`src/logic/video_timing_pkg.sv`:
```
// video timing package: raster geometry and position types
package video_timing_pkg;

	// raster position and pixel index types
	typedef logic [8:0] hcount_t;
	typedef logic [8:0] vcount_t;
	typedef logic [3:0] pixel_t;

	// line geometry, in c3 positions
	localparam int H_TOTAL    = 48;
	localparam int H_SYNC_END = 4;
	localparam int H_PIX_BEG  = 12;
	localparam int H_PIX_END  = 44;

	// frame geometry, in lines
	localparam int V_TOTAL    = 24;
	localparam int V_SYNC_END = 2;
	localparam int V_PIX_BEG  = 4;
	localparam int V_PIX_END  = 20;

	// first word request goes out this many positions before the pixel window
	localparam int FETCH_LEAD   = 8;

	// 16-colour bitmap, four nibbles per DRAM word
	localparam int PIX_PER_WORD = 4;

endpackage

```
`src/logic/video_regs_pkg.sv`:
```
// video register package: CPU register types, DRAM and palette types, reset values
package video_regs_pkg;

	// CPU register values
	typedef logic [7:0] reg8_t;
	typedef logic [8:0] vint_t;

	// DRAM word address and data
	typedef logic [20:0] dram_addr_t;
	typedef logic [15:0] dram_word_t;

	// palette RAM address and entry
	typedef logic [7:0] cram_addr_t;
	// red in 5:4, green in 3:2, blue in 1:0
	typedef logic [5:0] rgb_t;

	// bitmap words fetched per pixel line
	localparam int WORDS_PER_LINE = 8;

	// vconf bits
	localparam int VCONF_NOGFX_BIT = 0;

	// register reset values
	localparam reg8_t REG8_RST = 8'h00;
	localparam vint_t VINT_RST = 9'h000;

endpackage

```
`src/logic/video_ports.sv`:
```
// video ports: configuration registers loaded from the CPU data bus on write strobes
`timescale 1ns/10ps

module video_ports (
	input  logic                   clk,
	input  logic                   rst,
	input  video_regs_pkg::reg8_t  d,

	input  logic                   border_wr,
	input  logic                   vpage_wr,
	input  logic                   vconf_wr,
	input  logic                   palsel_wr,
	input  logic                   hint_beg_wr,
	input  logic                   vint_begl_wr,
	input  logic                   vint_begh_wr,

	output video_regs_pkg::reg8_t  border,
	output video_regs_pkg::reg8_t  vpage,
	output video_regs_pkg::reg8_t  vconf,
	output video_regs_pkg::reg8_t  palsel,
	output video_regs_pkg::reg8_t  hint_beg,
	output video_regs_pkg::vint_t  vint_beg
);

	always_ff @(posedge clk) begin
		if (rst) begin
			border   <= video_regs_pkg::REG8_RST;
			vpage    <= video_regs_pkg::REG8_RST;
			vconf    <= video_regs_pkg::REG8_RST;
			palsel   <= video_regs_pkg::REG8_RST;
			hint_beg <= video_regs_pkg::REG8_RST;
			vint_beg <= video_regs_pkg::VINT_RST;
		end else begin
			if (border_wr)
				border <= d;
			if (vpage_wr)
				vpage <= d;
			if (vconf_wr)
				vconf <= d;
			if (palsel_wr)
				palsel <= d;
			if (hint_beg_wr)
				hint_beg <= d;
			// interrupt line in two halves
			if (vint_begl_wr)
				vint_beg[7:0] <= d;
			// high half is only the line msb
			if (vint_begh_wr)
				vint_beg[8] <= d[0];
		end
	end

endmodule

```
`src/logic/video_sync.sv`:
```
// video sync: raster counters, sync and blank decode, pixel window and line strobes
`timescale 1ns/10ps

module video_sync (
	input  logic                       clk,
	input  logic                       rst,
	input  logic                       c3,
	input  video_regs_pkg::reg8_t      hint_beg,
	input  video_regs_pkg::vint_t      vint_beg,

	output video_timing_pkg::hcount_t  hcount,
	output video_timing_pkg::vcount_t  vcount,
	output logic                       hsync,
	output logic                       vsync,
	output logic                       csync,
	output logic                       blank,
	output logic                       hvpix,
	output logic                       fetch_line,
	output logic                       line_start,
	output logic                       frame_start,
	output logic                       int_start
);

	video_timing_pkg::hcount_t h_next;
	video_timing_pkg::vcount_t v_next;
	video_timing_pkg::hcount_t int_pos;
	logic h_wrap;
	logic hs_next;
	logic vs_next;
	logic hpix_next;
	logic vpix_next;

	// position entered at the next c3
	assign h_wrap = hcount == video_timing_pkg::hcount_t'(video_timing_pkg::H_TOTAL - 1);
	assign h_next = h_wrap ? '0 : hcount + 1'b1;

	always_comb begin
		v_next = vcount;
		if (h_wrap)
			v_next = (vcount == video_timing_pkg::vcount_t'(video_timing_pkg::V_TOTAL - 1)) ?
				'0 : vcount + 1'b1;
	end

	assign hs_next = h_next < video_timing_pkg::hcount_t'(video_timing_pkg::H_SYNC_END);
	assign vs_next = v_next < video_timing_pkg::vcount_t'(video_timing_pkg::V_SYNC_END);

	assign hpix_next = (h_next >= video_timing_pkg::hcount_t'(video_timing_pkg::H_PIX_BEG)) &&
		(h_next < video_timing_pkg::hcount_t'(video_timing_pkg::H_PIX_END));
	assign vpix_next = (v_next >= video_timing_pkg::vcount_t'(video_timing_pkg::V_PIX_BEG)) &&
		(v_next < video_timing_pkg::vcount_t'(video_timing_pkg::V_PIX_END));

	// hint_beg counts in pairs of positions
	assign int_pos = {hint_beg, 1'b0};

	always_ff @(posedge clk) begin
		if (rst) begin
			hcount      <= '0;
			vcount      <= '0;
			hsync       <= 1'b0;
			vsync       <= 1'b0;
			csync       <= 1'b0;
			blank       <= 1'b1;
			hvpix       <= 1'b0;
			fetch_line  <= 1'b0;
			line_start  <= 1'b0;
			frame_start <= 1'b0;
			int_start   <= 1'b0;
		end else if (c3) begin
			hcount     <= h_next;
			vcount     <= v_next;
			hsync      <= hs_next;
			vsync      <= vs_next;
			csync      <= vs_next ? ~(hs_next ^ vs_next) : hs_next;
			// only the sync intervals are blanked
			blank      <= hs_next || vs_next;
			hvpix      <= hpix_next && vpix_next;
			fetch_line <= vpix_next;
			// line strobe marks the fetch lead point, not column 0
			line_start <= h_next == video_timing_pkg::hcount_t'(
				video_timing_pkg::H_PIX_BEG - video_timing_pkg::FETCH_LEAD);
			frame_start <= (h_next == '0) && (v_next == '0);
			int_start   <= (h_next == int_pos) && (v_next == vint_beg);
		end else begin
			line_start  <= 1'b0;
			frame_start <= 1'b0;
			int_start   <= 1'b0;
		end
	end

endmodule

```
`src/logic/video_fetch.sv`:
```
// video fetch: bitmap word requests to DRAM with one word of look-ahead and nibble shifter
`timescale 1ns/10ps

module video_fetch (
	input  logic                           clk,
	input  logic                           rst,
	input  logic                           c3,
	input  logic                           hvpix,
	input  logic                           line_start,
	input  logic                           fetch_line,
	input  video_timing_pkg::vcount_t      vcount,
	input  video_regs_pkg::reg8_t          vpage,
	input  logic                           video_strobe,
	input  video_regs_pkg::dram_word_t     dram_rddata,

	output logic                           video_go,
	output video_regs_pkg::dram_addr_t     video_addr,
	output video_timing_pkg::pixel_t       pixel
);

	typedef enum logic [1:0] {fetch_idle, fetch_wait, fetch_full} fetch_state_t;

	fetch_state_t state;
	video_regs_pkg::dram_word_t pref;
	video_regs_pkg::dram_word_t shreg;
	video_regs_pkg::dram_word_t word_in;
	video_regs_pkg::dram_addr_t line_base;
	logic [1:0] nib_cnt;
	logic [3:0] word_cnt;
	logic [3:0] word_idx;
	logic sh_valid;
	logic word_rdy;
	logic line_go;
	logic last_nib;
	logic shift;
	logic load;
	logic more;
	logic issue;

	// returning word is taken straight from the bus when needed at once
	assign word_rdy = (state == fetch_full) || ((state == fetch_wait) && video_strobe);
	assign word_in  = (state == fetch_full) ? pref : dram_rddata;

	assign line_go  = line_start && fetch_line;
	assign last_nib = nib_cnt == 2'(video_timing_pkg::PIX_PER_WORD - 1);
	assign shift    = sh_valid && c3 && hvpix;
	// reload after the last nibble, or fill an empty shifter before the first pixel
	assign load     = !line_start && word_rdy && (sh_valid ? (shift && last_nib) : 1'b1);
	assign more     = word_cnt < 4'(video_regs_pkg::WORDS_PER_LINE);
	assign issue    = line_go || (load && more);
	assign word_idx = line_start ? 4'd0 : word_cnt;

	assign line_base = video_regs_pkg::dram_addr_t'({vpage, 7'd0}) +
		video_regs_pkg::dram_addr_t'((vcount - video_timing_pkg::vcount_t'(
		video_timing_pkg::V_PIX_BEG)) * video_regs_pkg::WORDS_PER_LINE);

	always_ff @(posedge clk) begin
		if (rst) begin
			state    <= fetch_idle;
			sh_valid <= 1'b0;
			nib_cnt  <= '0;
			word_cnt <= '0;
			video_go <= 1'b0;
		end else begin
			video_go <= issue;
			if (issue)
				word_cnt <= word_idx + 1'b1;
			if (line_start) begin
				sh_valid <= 1'b0;
				nib_cnt  <= '0;
				state    <= line_go ? fetch_wait : fetch_idle;
			end else if (load) begin
				sh_valid <= 1'b1;
				nib_cnt  <= '0;
				state    <= more ? fetch_wait : fetch_idle;
			end else begin
				if ((state == fetch_wait) && video_strobe)
					state <= fetch_full;
				// out of words, shifter runs dry
				if (shift) begin
					nib_cnt <= nib_cnt + 1'b1;
					if (last_nib)
						sh_valid <= 1'b0;
				end
			end
		end
	end

	always_ff @(posedge clk) begin
		if (issue)
			video_addr <= line_base + video_regs_pkg::dram_addr_t'(word_idx);
		if ((state == fetch_wait) && video_strobe)
			pref <= dram_rddata;
		if (load)
			shreg <= word_in;
		else if (shift)
			shreg <= {shreg[11:0], 4'd0};
	end

	// high nibble is shown first
	assign pixel = shreg[15:12];

endmodule

```
`src/logic/video_out.sv`:
```
// video out: border or pixel select, palette RAM lookup and registered colour outputs
`timescale 1ns/10ps

module video_out (
	input  logic                          clk,
	input  logic                          rst,
	input  logic                          blank,
	input  logic                          hvpix,
	input  video_regs_pkg::reg8_t         vconf,
	input  video_regs_pkg::reg8_t         border,
	input  video_regs_pkg::reg8_t         palsel,
	input  video_timing_pkg::pixel_t      pixel,

	input  logic                          cram_we,
	input  video_regs_pkg::cram_addr_t    cram_addr,
	input  video_regs_pkg::rgb_t          cram_data,

	output logic [1:0]                    vred,
	output logic [1:0]                    vgrn,
	output logic [1:0]                    vblu
);

	video_regs_pkg::rgb_t cram [0:255];
	video_regs_pkg::cram_addr_t idx;
	video_regs_pkg::rgb_t colour;
	logic nogfx;

	assign nogfx = vconf[video_regs_pkg::VCONF_NOGFX_BIT];

	// pixel window uses the palette group from palsel, else border entry
	assign idx = (hvpix && !nogfx) ? {palsel[3:0], pixel} : border;

	always_ff @(posedge clk) begin
		if (cram_we)
			cram[cram_addr] <= cram_data;
	end

	always_ff @(posedge clk) begin
		if (rst)
			colour <= '0;
		else if (blank)
			colour <= '0;
		else
			colour <= cram[idx];
	end

	assign vred = colour[5:4];
	assign vgrn = colour[3:2];
	assign vblu = colour[1:0];

endmodule

```
`src/logic/video_top.sv`:
```
// video top: port registers, raster sync, bitmap fetch and palette output
`timescale 1ns/10ps

module video_top (
	input  logic                          clk,
	input  logic                          rst,
	input  logic                          c3,
	input  video_regs_pkg::reg8_t         d,

	input  logic                          border_wr,
	input  logic                          vpage_wr,
	input  logic                          vconf_wr,
	input  logic                          palsel_wr,
	input  logic                          hint_beg_wr,
	input  logic                          vint_begl_wr,
	input  logic                          vint_begh_wr,

	input  logic [15:0]                   a,
	input  logic [15:0]                   fd,
	input  logic                          cram_we,

	input  video_regs_pkg::dram_word_t    dram_rddata,
	input  logic                          video_strobe,
	output logic                          video_go,
	output video_regs_pkg::dram_addr_t    video_addr,

	output logic                          hsync,
	output logic                          vsync,
	output logic                          csync,
	output logic                          int_start,

	output logic [1:0]                    vred,
	output logic [1:0]                    vgrn,
	output logic [1:0]                    vblu
);

	// registers
	video_regs_pkg::reg8_t border;
	video_regs_pkg::reg8_t vpage;
	video_regs_pkg::reg8_t vconf;
	video_regs_pkg::reg8_t palsel;
	video_regs_pkg::reg8_t hint_beg;
	video_regs_pkg::vint_t vint_beg;

	// raster
	video_timing_pkg::vcount_t vcount;
	logic blank;
	logic hvpix;
	logic fetch_line;
	logic line_start;

	video_timing_pkg::pixel_t pixel;

	video_ports video_ports_i (
		.clk          (clk),
		.rst          (rst),
		.d            (d),
		.border_wr    (border_wr),
		.vpage_wr     (vpage_wr),
		.vconf_wr     (vconf_wr),
		.palsel_wr    (palsel_wr),
		.hint_beg_wr  (hint_beg_wr),
		.vint_begl_wr (vint_begl_wr),
		.vint_begh_wr (vint_begh_wr),
		.border       (border),
		.vpage        (vpage),
		.vconf        (vconf),
		.palsel       (palsel),
		.hint_beg     (hint_beg),
		.vint_beg     (vint_beg)
	);

	video_sync video_sync_i (
		.clk         (clk),
		.rst         (rst),
		.c3          (c3),
		.hint_beg    (hint_beg),
		.vint_beg    (vint_beg),
		.hcount      (),
		.vcount      (vcount),
		.hsync       (hsync),
		.vsync       (vsync),
		.csync       (csync),
		.blank       (blank),
		.hvpix       (hvpix),
		.fetch_line  (fetch_line),
		.line_start  (line_start),
		.frame_start (),
		.int_start   (int_start)
	);

	// nogfx keeps the fetcher off for the whole frame
	video_fetch video_fetch_i (
		.clk          (clk),
		.rst          (rst),
		.c3           (c3),
		.hvpix        (hvpix),
		.line_start   (line_start),
		.fetch_line   (fetch_line & ~vconf[video_regs_pkg::VCONF_NOGFX_BIT]),
		.vcount       (vcount),
		.vpage        (vpage),
		.video_strobe (video_strobe),
		.dram_rddata  (dram_rddata),
		.video_go     (video_go),
		.video_addr   (video_addr),
		.pixel        (pixel)
	);

	video_out video_out_i (
		.clk       (clk),
		.rst       (rst),
		.blank     (blank),
		.hvpix     (hvpix),
		.vconf     (vconf),
		.border    (border),
		.palsel    (palsel),
		.pixel     (pixel),
		.cram_we   (cram_we),
		.cram_addr (a[8:1]),
		.cram_data (fd[5:0]),
		.vred      (vred),
		.vgrn      (vgrn),
		.vblu      (vblu)
	);

endmodule

```
`config.mk`:
```
export PLATFORM = sky130hd
export DESIGN_NAME = video_top
export DESIGN_NICKNAME = d
export VERILOG_FILES = /design/src/logic/video_timing_pkg.sv /design/src/logic/video_regs_pkg.sv /design/src/logic/video_ports.sv /design/src/logic/video_sync.sv /design/src/logic/video_fetch.sv /design/src/logic/video_out.sv /design/src/logic/video_top.sv
export SDC_FILE = /design/constraint.sdc
export NUM_CORES = 2
export LEC_CHECK = 0
export BUFFER_PORTS_ARGS = -buffer_cell sky130_fd_sc_hd__buf_2
export CAP_MARGIN = 20
export CORE_MARGIN = 5
export CORE_UTILIZATION = 63
export DETAILED_ROUTE_END_ITERATION = 12
export GPL_ROUTABILITY_DRIVEN = 0
export HOLD_SLACK_MARGIN = 0.1
export PLACE_DENSITY = 0.78
export RECOVER_POWER = 25
export SLEW_MARGIN = 20
export SYNTH_ARGS = -nofsm -noshare
export SYNTH_HDL_FRONTEND = slang
export SYNTH_SLANG_ARGS = --single-unit
```
`constraint.sdc`:
```
create_clock -name clk -period 4.6 [get_ports clk]
set_clock_uncertainty 0.15 [all_clocks]
set_input_delay 0.92 -clock clk [delete_from_list [all_inputs] [get_ports clk]]
set_output_delay 0.92 -clock clk [all_outputs]
set_load 0.02 [all_outputs]
```
---- Word-level counts from Yosys, hierarchy flattened ----
Memories as Yosys holds them, arrays and structs flattened. A register that Yosys moved wholly into a read port is not among the register bits.
Index checks and enable logic that the tools add are counted.
storage, ports and cells
  bits in registers ....................... 127
  bits in writable memories ............... 1536
  input port bits ......................... 68
  output and inout port bits .............. 32
  logic and storage cells ................. 99
  memories ................................ 1
memory list
  name              words  width  rd ports  clocked after memory_dff  write ports  line             text
  video_out_i.cram  256    6      1         1                         1            video_out.sv:23  video_regs_pkg::rgb_t cram [0:255];
operators by class
  $add $sub $neg .......................... 7
  magnitude comparators ................... 7
  equal/unequal tests ..................... 8
  multiplexer cells ....................... 20
  bitwise logic cells ..................... 5
  reductions and logical operators ........ 26
operators with widths
  cell                                                               number
  two-way mux 16 bit                                                 3
  two-way mux 9 bit                                                  3
  adder 15 x 21 -> 21 bit                                            1
  adder 21 x 4 -> 21 bit                                             1
  adder 9 x 1 -> 9 bit, second input constant                        2
  == test 9 bit                                                      2
  logical AND 1 bit                                                  13
  subtractor 9 x 3 -> 10 bit, second input constant                  1
  == test 9 x 3 -> 1 bit, second input constant                      1
  == test 9 x 5 -> 1 bit, second input constant                      1
  == test 9 x 6 -> 1 bit, second input constant                      1
  greater-or-equal comparator 9 x 3 -> 1 bit, second input constant  1
  greater-or-equal comparator 9 x 4 -> 1 bit, second input constant  1
  < comparator 9 x 2 -> 1 bit, second input constant                 1
  < comparator 9 x 3 -> 1 bit, second input constant                 1
  < comparator 9 x 5 -> 1 bit, second input constant                 1
  < comparator 9 x 6 -> 1 bit, second input constant                 1
  two-way mux 1 bit                                                  9
  two-way mux 8 bit                                                  1
  two-way mux 2 bit                                                  3
  OR reduction 2 bit                                                 3
  adder 4 x 1 -> 4 bit, second input constant                        1
  == test 2 bit, second input constant                               2
  < comparator 4 bit, second input constant                          1
  12 further kinds                                                   18

---- Logic depth before layout (Yosys ltp) ----
  depth after elaboration ................. 7
  mapped depth ............................ 15
  mapped depth without buffers ............ 13

---- Hierarchy ----
From an unflattened synthesis, not the netlist that was laid out.
unflattened totals
  cells, all modules ...................... 4560
  area, all modules ....................... 67461.0 um^2
by module, submodules not included
  module       instances  cells each  area each (um^2)  seq. area each (um^2)
  video_out    1          3896        60757.0           46244.4
  video_fetch  1          260         3026.7            1701.6
  video_sync   1          245         1929.4            520.5
  video_ports  1          158         1734.2            980.9
  video_top    1          1           13.8              0.0

---- Worst setup path before layout ----
No wires, ideal clock.
  kind .................................... input-to-reg
  start ................................... input port video_strobe
  end ..................................... register video_fetch_i.word_cnt[2]
  library setup time ...................... 0.128 ns
  arrival time ............................ 3.809 ns
  required time ........................... 4.322 ns
  setup slack ............................. 0.513 ns
  stages on the path ...................... 9
  path buffers ............................ 0
  cells stage by stage .................... nand2_1 > nor2_1 > nor2_1 > nor2_1 > nand2_1 > o21ai_1 > o21ai_0 > a22oi_1 > nor2_1
on the way
  longest elaborated chain between the ends .. 6
RTL lines
  what                             line               text
  start, declared                  video_top.sv:23    input logic video_strobe,
  logical AND 1 bit                video_fetch.sv:41  assign word_rdy = (state == fetch_full) || ((state == fetch_wait) && video_strobe);
  logical OR 1 bit                 video_fetch.sv:41
  logical AND 1 bit (2 in series)  video_fetch.sv:48  assign load = !line_start && word_rdy && (sh_valid ? (shift && last_nib) : 1'b1);
  logical AND 1 bit                video_fetch.sv:50  assign issue = line_go || (load && more);
  logical OR 1 bit                 video_fetch.sv:50
  via video_fetch_i.issue          video_fetch.sv:38  logic issue;
  end signal, assigned             video_fetch.sv:67  word_cnt <= word_idx + 1'b1;
  end, declared                    video_fetch.sv:29  logic [3:0] word_cnt;
The timed path passes the listed nets, and every way through them passes these cells.
A chain may end at the register's enable or synchronous reset.

---- Worst setup path in the final report ----
  start ................................... input port fd[4]
  end ..................................... memory video_out_i.cram[134][4] in the netlist's numbering, data pin
RTL lines
  what             line             text
  start, declared  video_top.sv:19  input logic [15:0] fd,
  end, declared    video_out.sv:23
Straight into the memory's write port.

==> results.cfg <==
[run_status]
run_status = finished, violations left
violations = capacitance limit, slew limit

[yosys]
synth_xor_area_share_pct = 0.710
yosysMostFrequentCell = edfxtp_1
synth_area_leaders = edfxtp_1, nand2_1, mux4_2
yosysSeqAreaShare_pct = 74.0
syn-num-nets = 4643
synth_area_sq_mm = 0.0666
synth-compound-area-share_pct = 5.22
synth_top_area_cell = edfxtp_1
avgSynthCellArea_sq_um = 14.6
yosys.area_share.simple_pct = 11.1
synth_ff_type = edfxtp_1
yosysWarnings = 0
synth_commonest_cells = edfxtp_1, nand2_1, nor2_1, nand3_1, clkbuf_1
async_reset_ff_share_pct = 0
muxShareOfSynthArea_pct = 6.60
synthAdderAreaFrac_pct = 0.357
yosysTopAreaCellShare_pct = 71.6
synth_top_family_by_area = simple AND/OR/NAND/NOR gates
synth_edf_count = 1589
yosysUniqueCellTypes = 77
ys_ff_latch = 1669
postSynthCellCount = 4556

[clocking]
clk_pin_slew_worst_paths_ns = 0.06
insertion_delay_ns = 0.78
cts_tree = yes
cts_buffers = 163
htreeDepth = 4
clock_path_buffers = 3
cts_root_buf = clkbuf_16
cts_sinks = 1669
cts_setup_buffers = 0

[worst_setup_path]
r2r_slack_ns = 0.27
crit_buf_inv = 2
arrival_ns = 4.77
path_cells = clkbuf_1, buf_4
crit_required_ns = 4.93
r2r_cells = 10
end_kind = flip-flop
regToRegEndpoint = video_out_i.colour[2]
path_delay_family = buffers and inverters
crit_type = in2reg
cpMaxStageDelayCell = clkbuf_1
max_stage_delay_ns = 2.90
start_kind = input pin
critPathMaxFanout = 84
rr_startpoint = video_ports_i.vconf[0]

[die]
ios = 100
core_area_sq_mm = 0.105
row_count = 119
die-height_um = 335
dieArea_sq_mm = 0.112
die_w_um = 335
start_util_pct = 63.4

[power_and_ir_drop]
power_mw = 31.5
power.leakage_nw = 24.4
powerDensity_mw_per_mm2 = 425
clkPwrFrac_pct = 40.6
swShare_pct = 22.1
sequentialPowerShare_pct = 53.2
intPower_mw = 24.6
p_comb_share_pct = 6.2
ir_worst_vdd_mv = 0.345
p_sw_mw = 6.95

[timing]
hold_slack_ns = 0.200
setup_viol = 0
fin_crit_ns = 4.44
fmax_ghz = 0.225
maxSlewHeadroom_pct = -184
grt_setup_unrepaired = no
finalSetupTns_ns = 0
maxSlewViolCount = 685
final_hold_viol_count = 0
fin_crit_sh_pct = 96.5
worst_pin_slew_ns = 4.25

[route]
ant_nets = 0
avgRoutedWirePerCell_um = 27.9
num_vias = 41400
wirelength_um = 173000
drt_iter0_markers = 6281
drtPass1Iterations = 8
vias_per_cell = 6.67
post-route-drc-count = 0

[worst_hold_path]
worstHoldPathType = in2reg
hold_depth = 1
hp-start = dram_rddata[11]
min_to = video_fetch_i.pref[11]

[global_routing]
grt_max_degree = 146
grt_overflow = 0
antenna_found_initial = 9
grt_pass1_vias = 40400
track_usage_pct = 30.7
grt_pass1_wl_um = 257000

[final_layout]
fin_area_sq_mm = 0.0742
nNetsFinal = 4765
area_delta_synth_final_pct = 11.4
drive_gt1_share_pct = 12.6
nFillCells = 6529

[placed_design]
place_area_sq_mm = 0.0692
port_buffers = 81
dpl.hpwl_um = 107000

[job]
cap_violations = 7
[power groups by stage]
| stage | registers, mW | clock network, mW | logic [mW] |
|---|---|---|---|
| global route | 16.8 | 13.5 | 2.06 |
| global placement | 17.1 | 0 | 1.85 |
| detailed placement | 17.1 | 0 | 1.90 |
| CTS | 16.8 | 12.8 | 1.92 |
| finish | 16.8 | 12.8 | 1.96 |
| floorplan | 17.1 | 0 | 1.03 |
[per-stage QoR]
step	utilization, %	cells	setup slack [ns]
2_1_floorplan	-	4556	0.513
3_3_place_gp	65.8	5903	0.325
3_5_place_dp	65.8	5903	0.230
4_1_cts	70.7	6195	0.186
5_1_grt	70.6	6196	0.0332
6_report	70.6	6201	0.163
[worst max-delay path by stage]
stage                      startpoint                   endpoint  slack (ns)  depth (start not counted)
2_1_floorplan            video_strobe  video_fetch_i.word_cnt[2]        0.51                          9
3_3_place_gp   video_ports_i.vconf[0]      video_out_i.colour[0]        0.32                         10
3_5_place_dp   video_ports_i.vconf[0]      video_out_i.colour[2]        0.23                         10
4_1_cts        video_ports_i.vconf[0]      video_out_i.colour[2]        0.19                         11
5_1_grt                         fd[4]   video_out_i.cram[135][4]        0.03                          2
6_report                        fd[4]   video_out_i.cram[134][4]        0.16                          2
[flip-flops by register name (all words and copies together) (netlist names), 2 cells and up]
name and count:
video_fetch_i.nib_cnt 2, video_fetch_i.pref 16, video_fetch_i.shreg 16, video_fetch_i.state 2
video_fetch_i.video_addr 21, video_fetch_i.word_cnt 4, video_out_i.colour 6, video_out_i.cram 1536
video_ports_i.border 8, video_ports_i.hint_beg 8, video_ports_i.palsel 4, video_ports_i.vint_beg 9
video_ports_i.vpage 8, video_sync_i.hcount 9, video_sync_i.vcount 9
[cells in the final DEF (no fill, tap or decap), types with 22 or more instances in the layout]
cell,n
a211oi_1,23
a21oi_1,138
a22oi_1,81
a31oi_1,94
a32oi_1,52
and3_1,23
buf_12,22
buf_2,61
buf_4,136
clkbuf_1,61
clkbuf_16,170
clkinv_1,32
dfxtp_1,79
edfxtp_1,1589
mux2i_1,133
mux4_2,134
nand2_1,873
nand3_1,282
nand4_1,72
nor2_1,364
o21ai_0,31
xnor2_1,32
xor2_1,22
[layout make-up]
cell class / instances / area, sq um / area share (%)
sequential: 1669 / 49300 / 66.4
antenna: 5 / 12.5 / 0.0169
timing repair buffer: 241 / 1860 / 2.51
tap: 1391 / 1740 / 2.34
inverter: 22 / 82.6 / 0.111
clock inverter: 70 / 566 / 0.762
clock buffer: 222 / 4540 / 6.12
multi-input combinational: 2581 / 16100 / 21.7
[kinds of logic after synthesis]
logic type	Yosys count
AOI/OAI and AO/OA	516
xor gates and xnor gates	54
adders and majority gates	19
buffers and inverters	307
DFF	1669
muxes	271
and+or+nand+nor	1720
[routing by layer]
| metal | part of all wire (%) | wire length (um) | track usage (%) |
|---|---|---|---|
| met1 | 35 | 61400 | 41.9 |
| met3 | 13 | 21900 | 7.73 |
| met4 | 5.2 | 8950 | 13.7 |
| met2 | 47 | 80900 | 47.8 |
| met5 | 0.024 | 41 | 0 |
[what timing repair did]
action,in CTS,in global routing
gates resized for setup,0,2
setup endpoints to repair,0,2
hold buffers,0,0
Note: power is estimated with default switching activity, not from simulation.
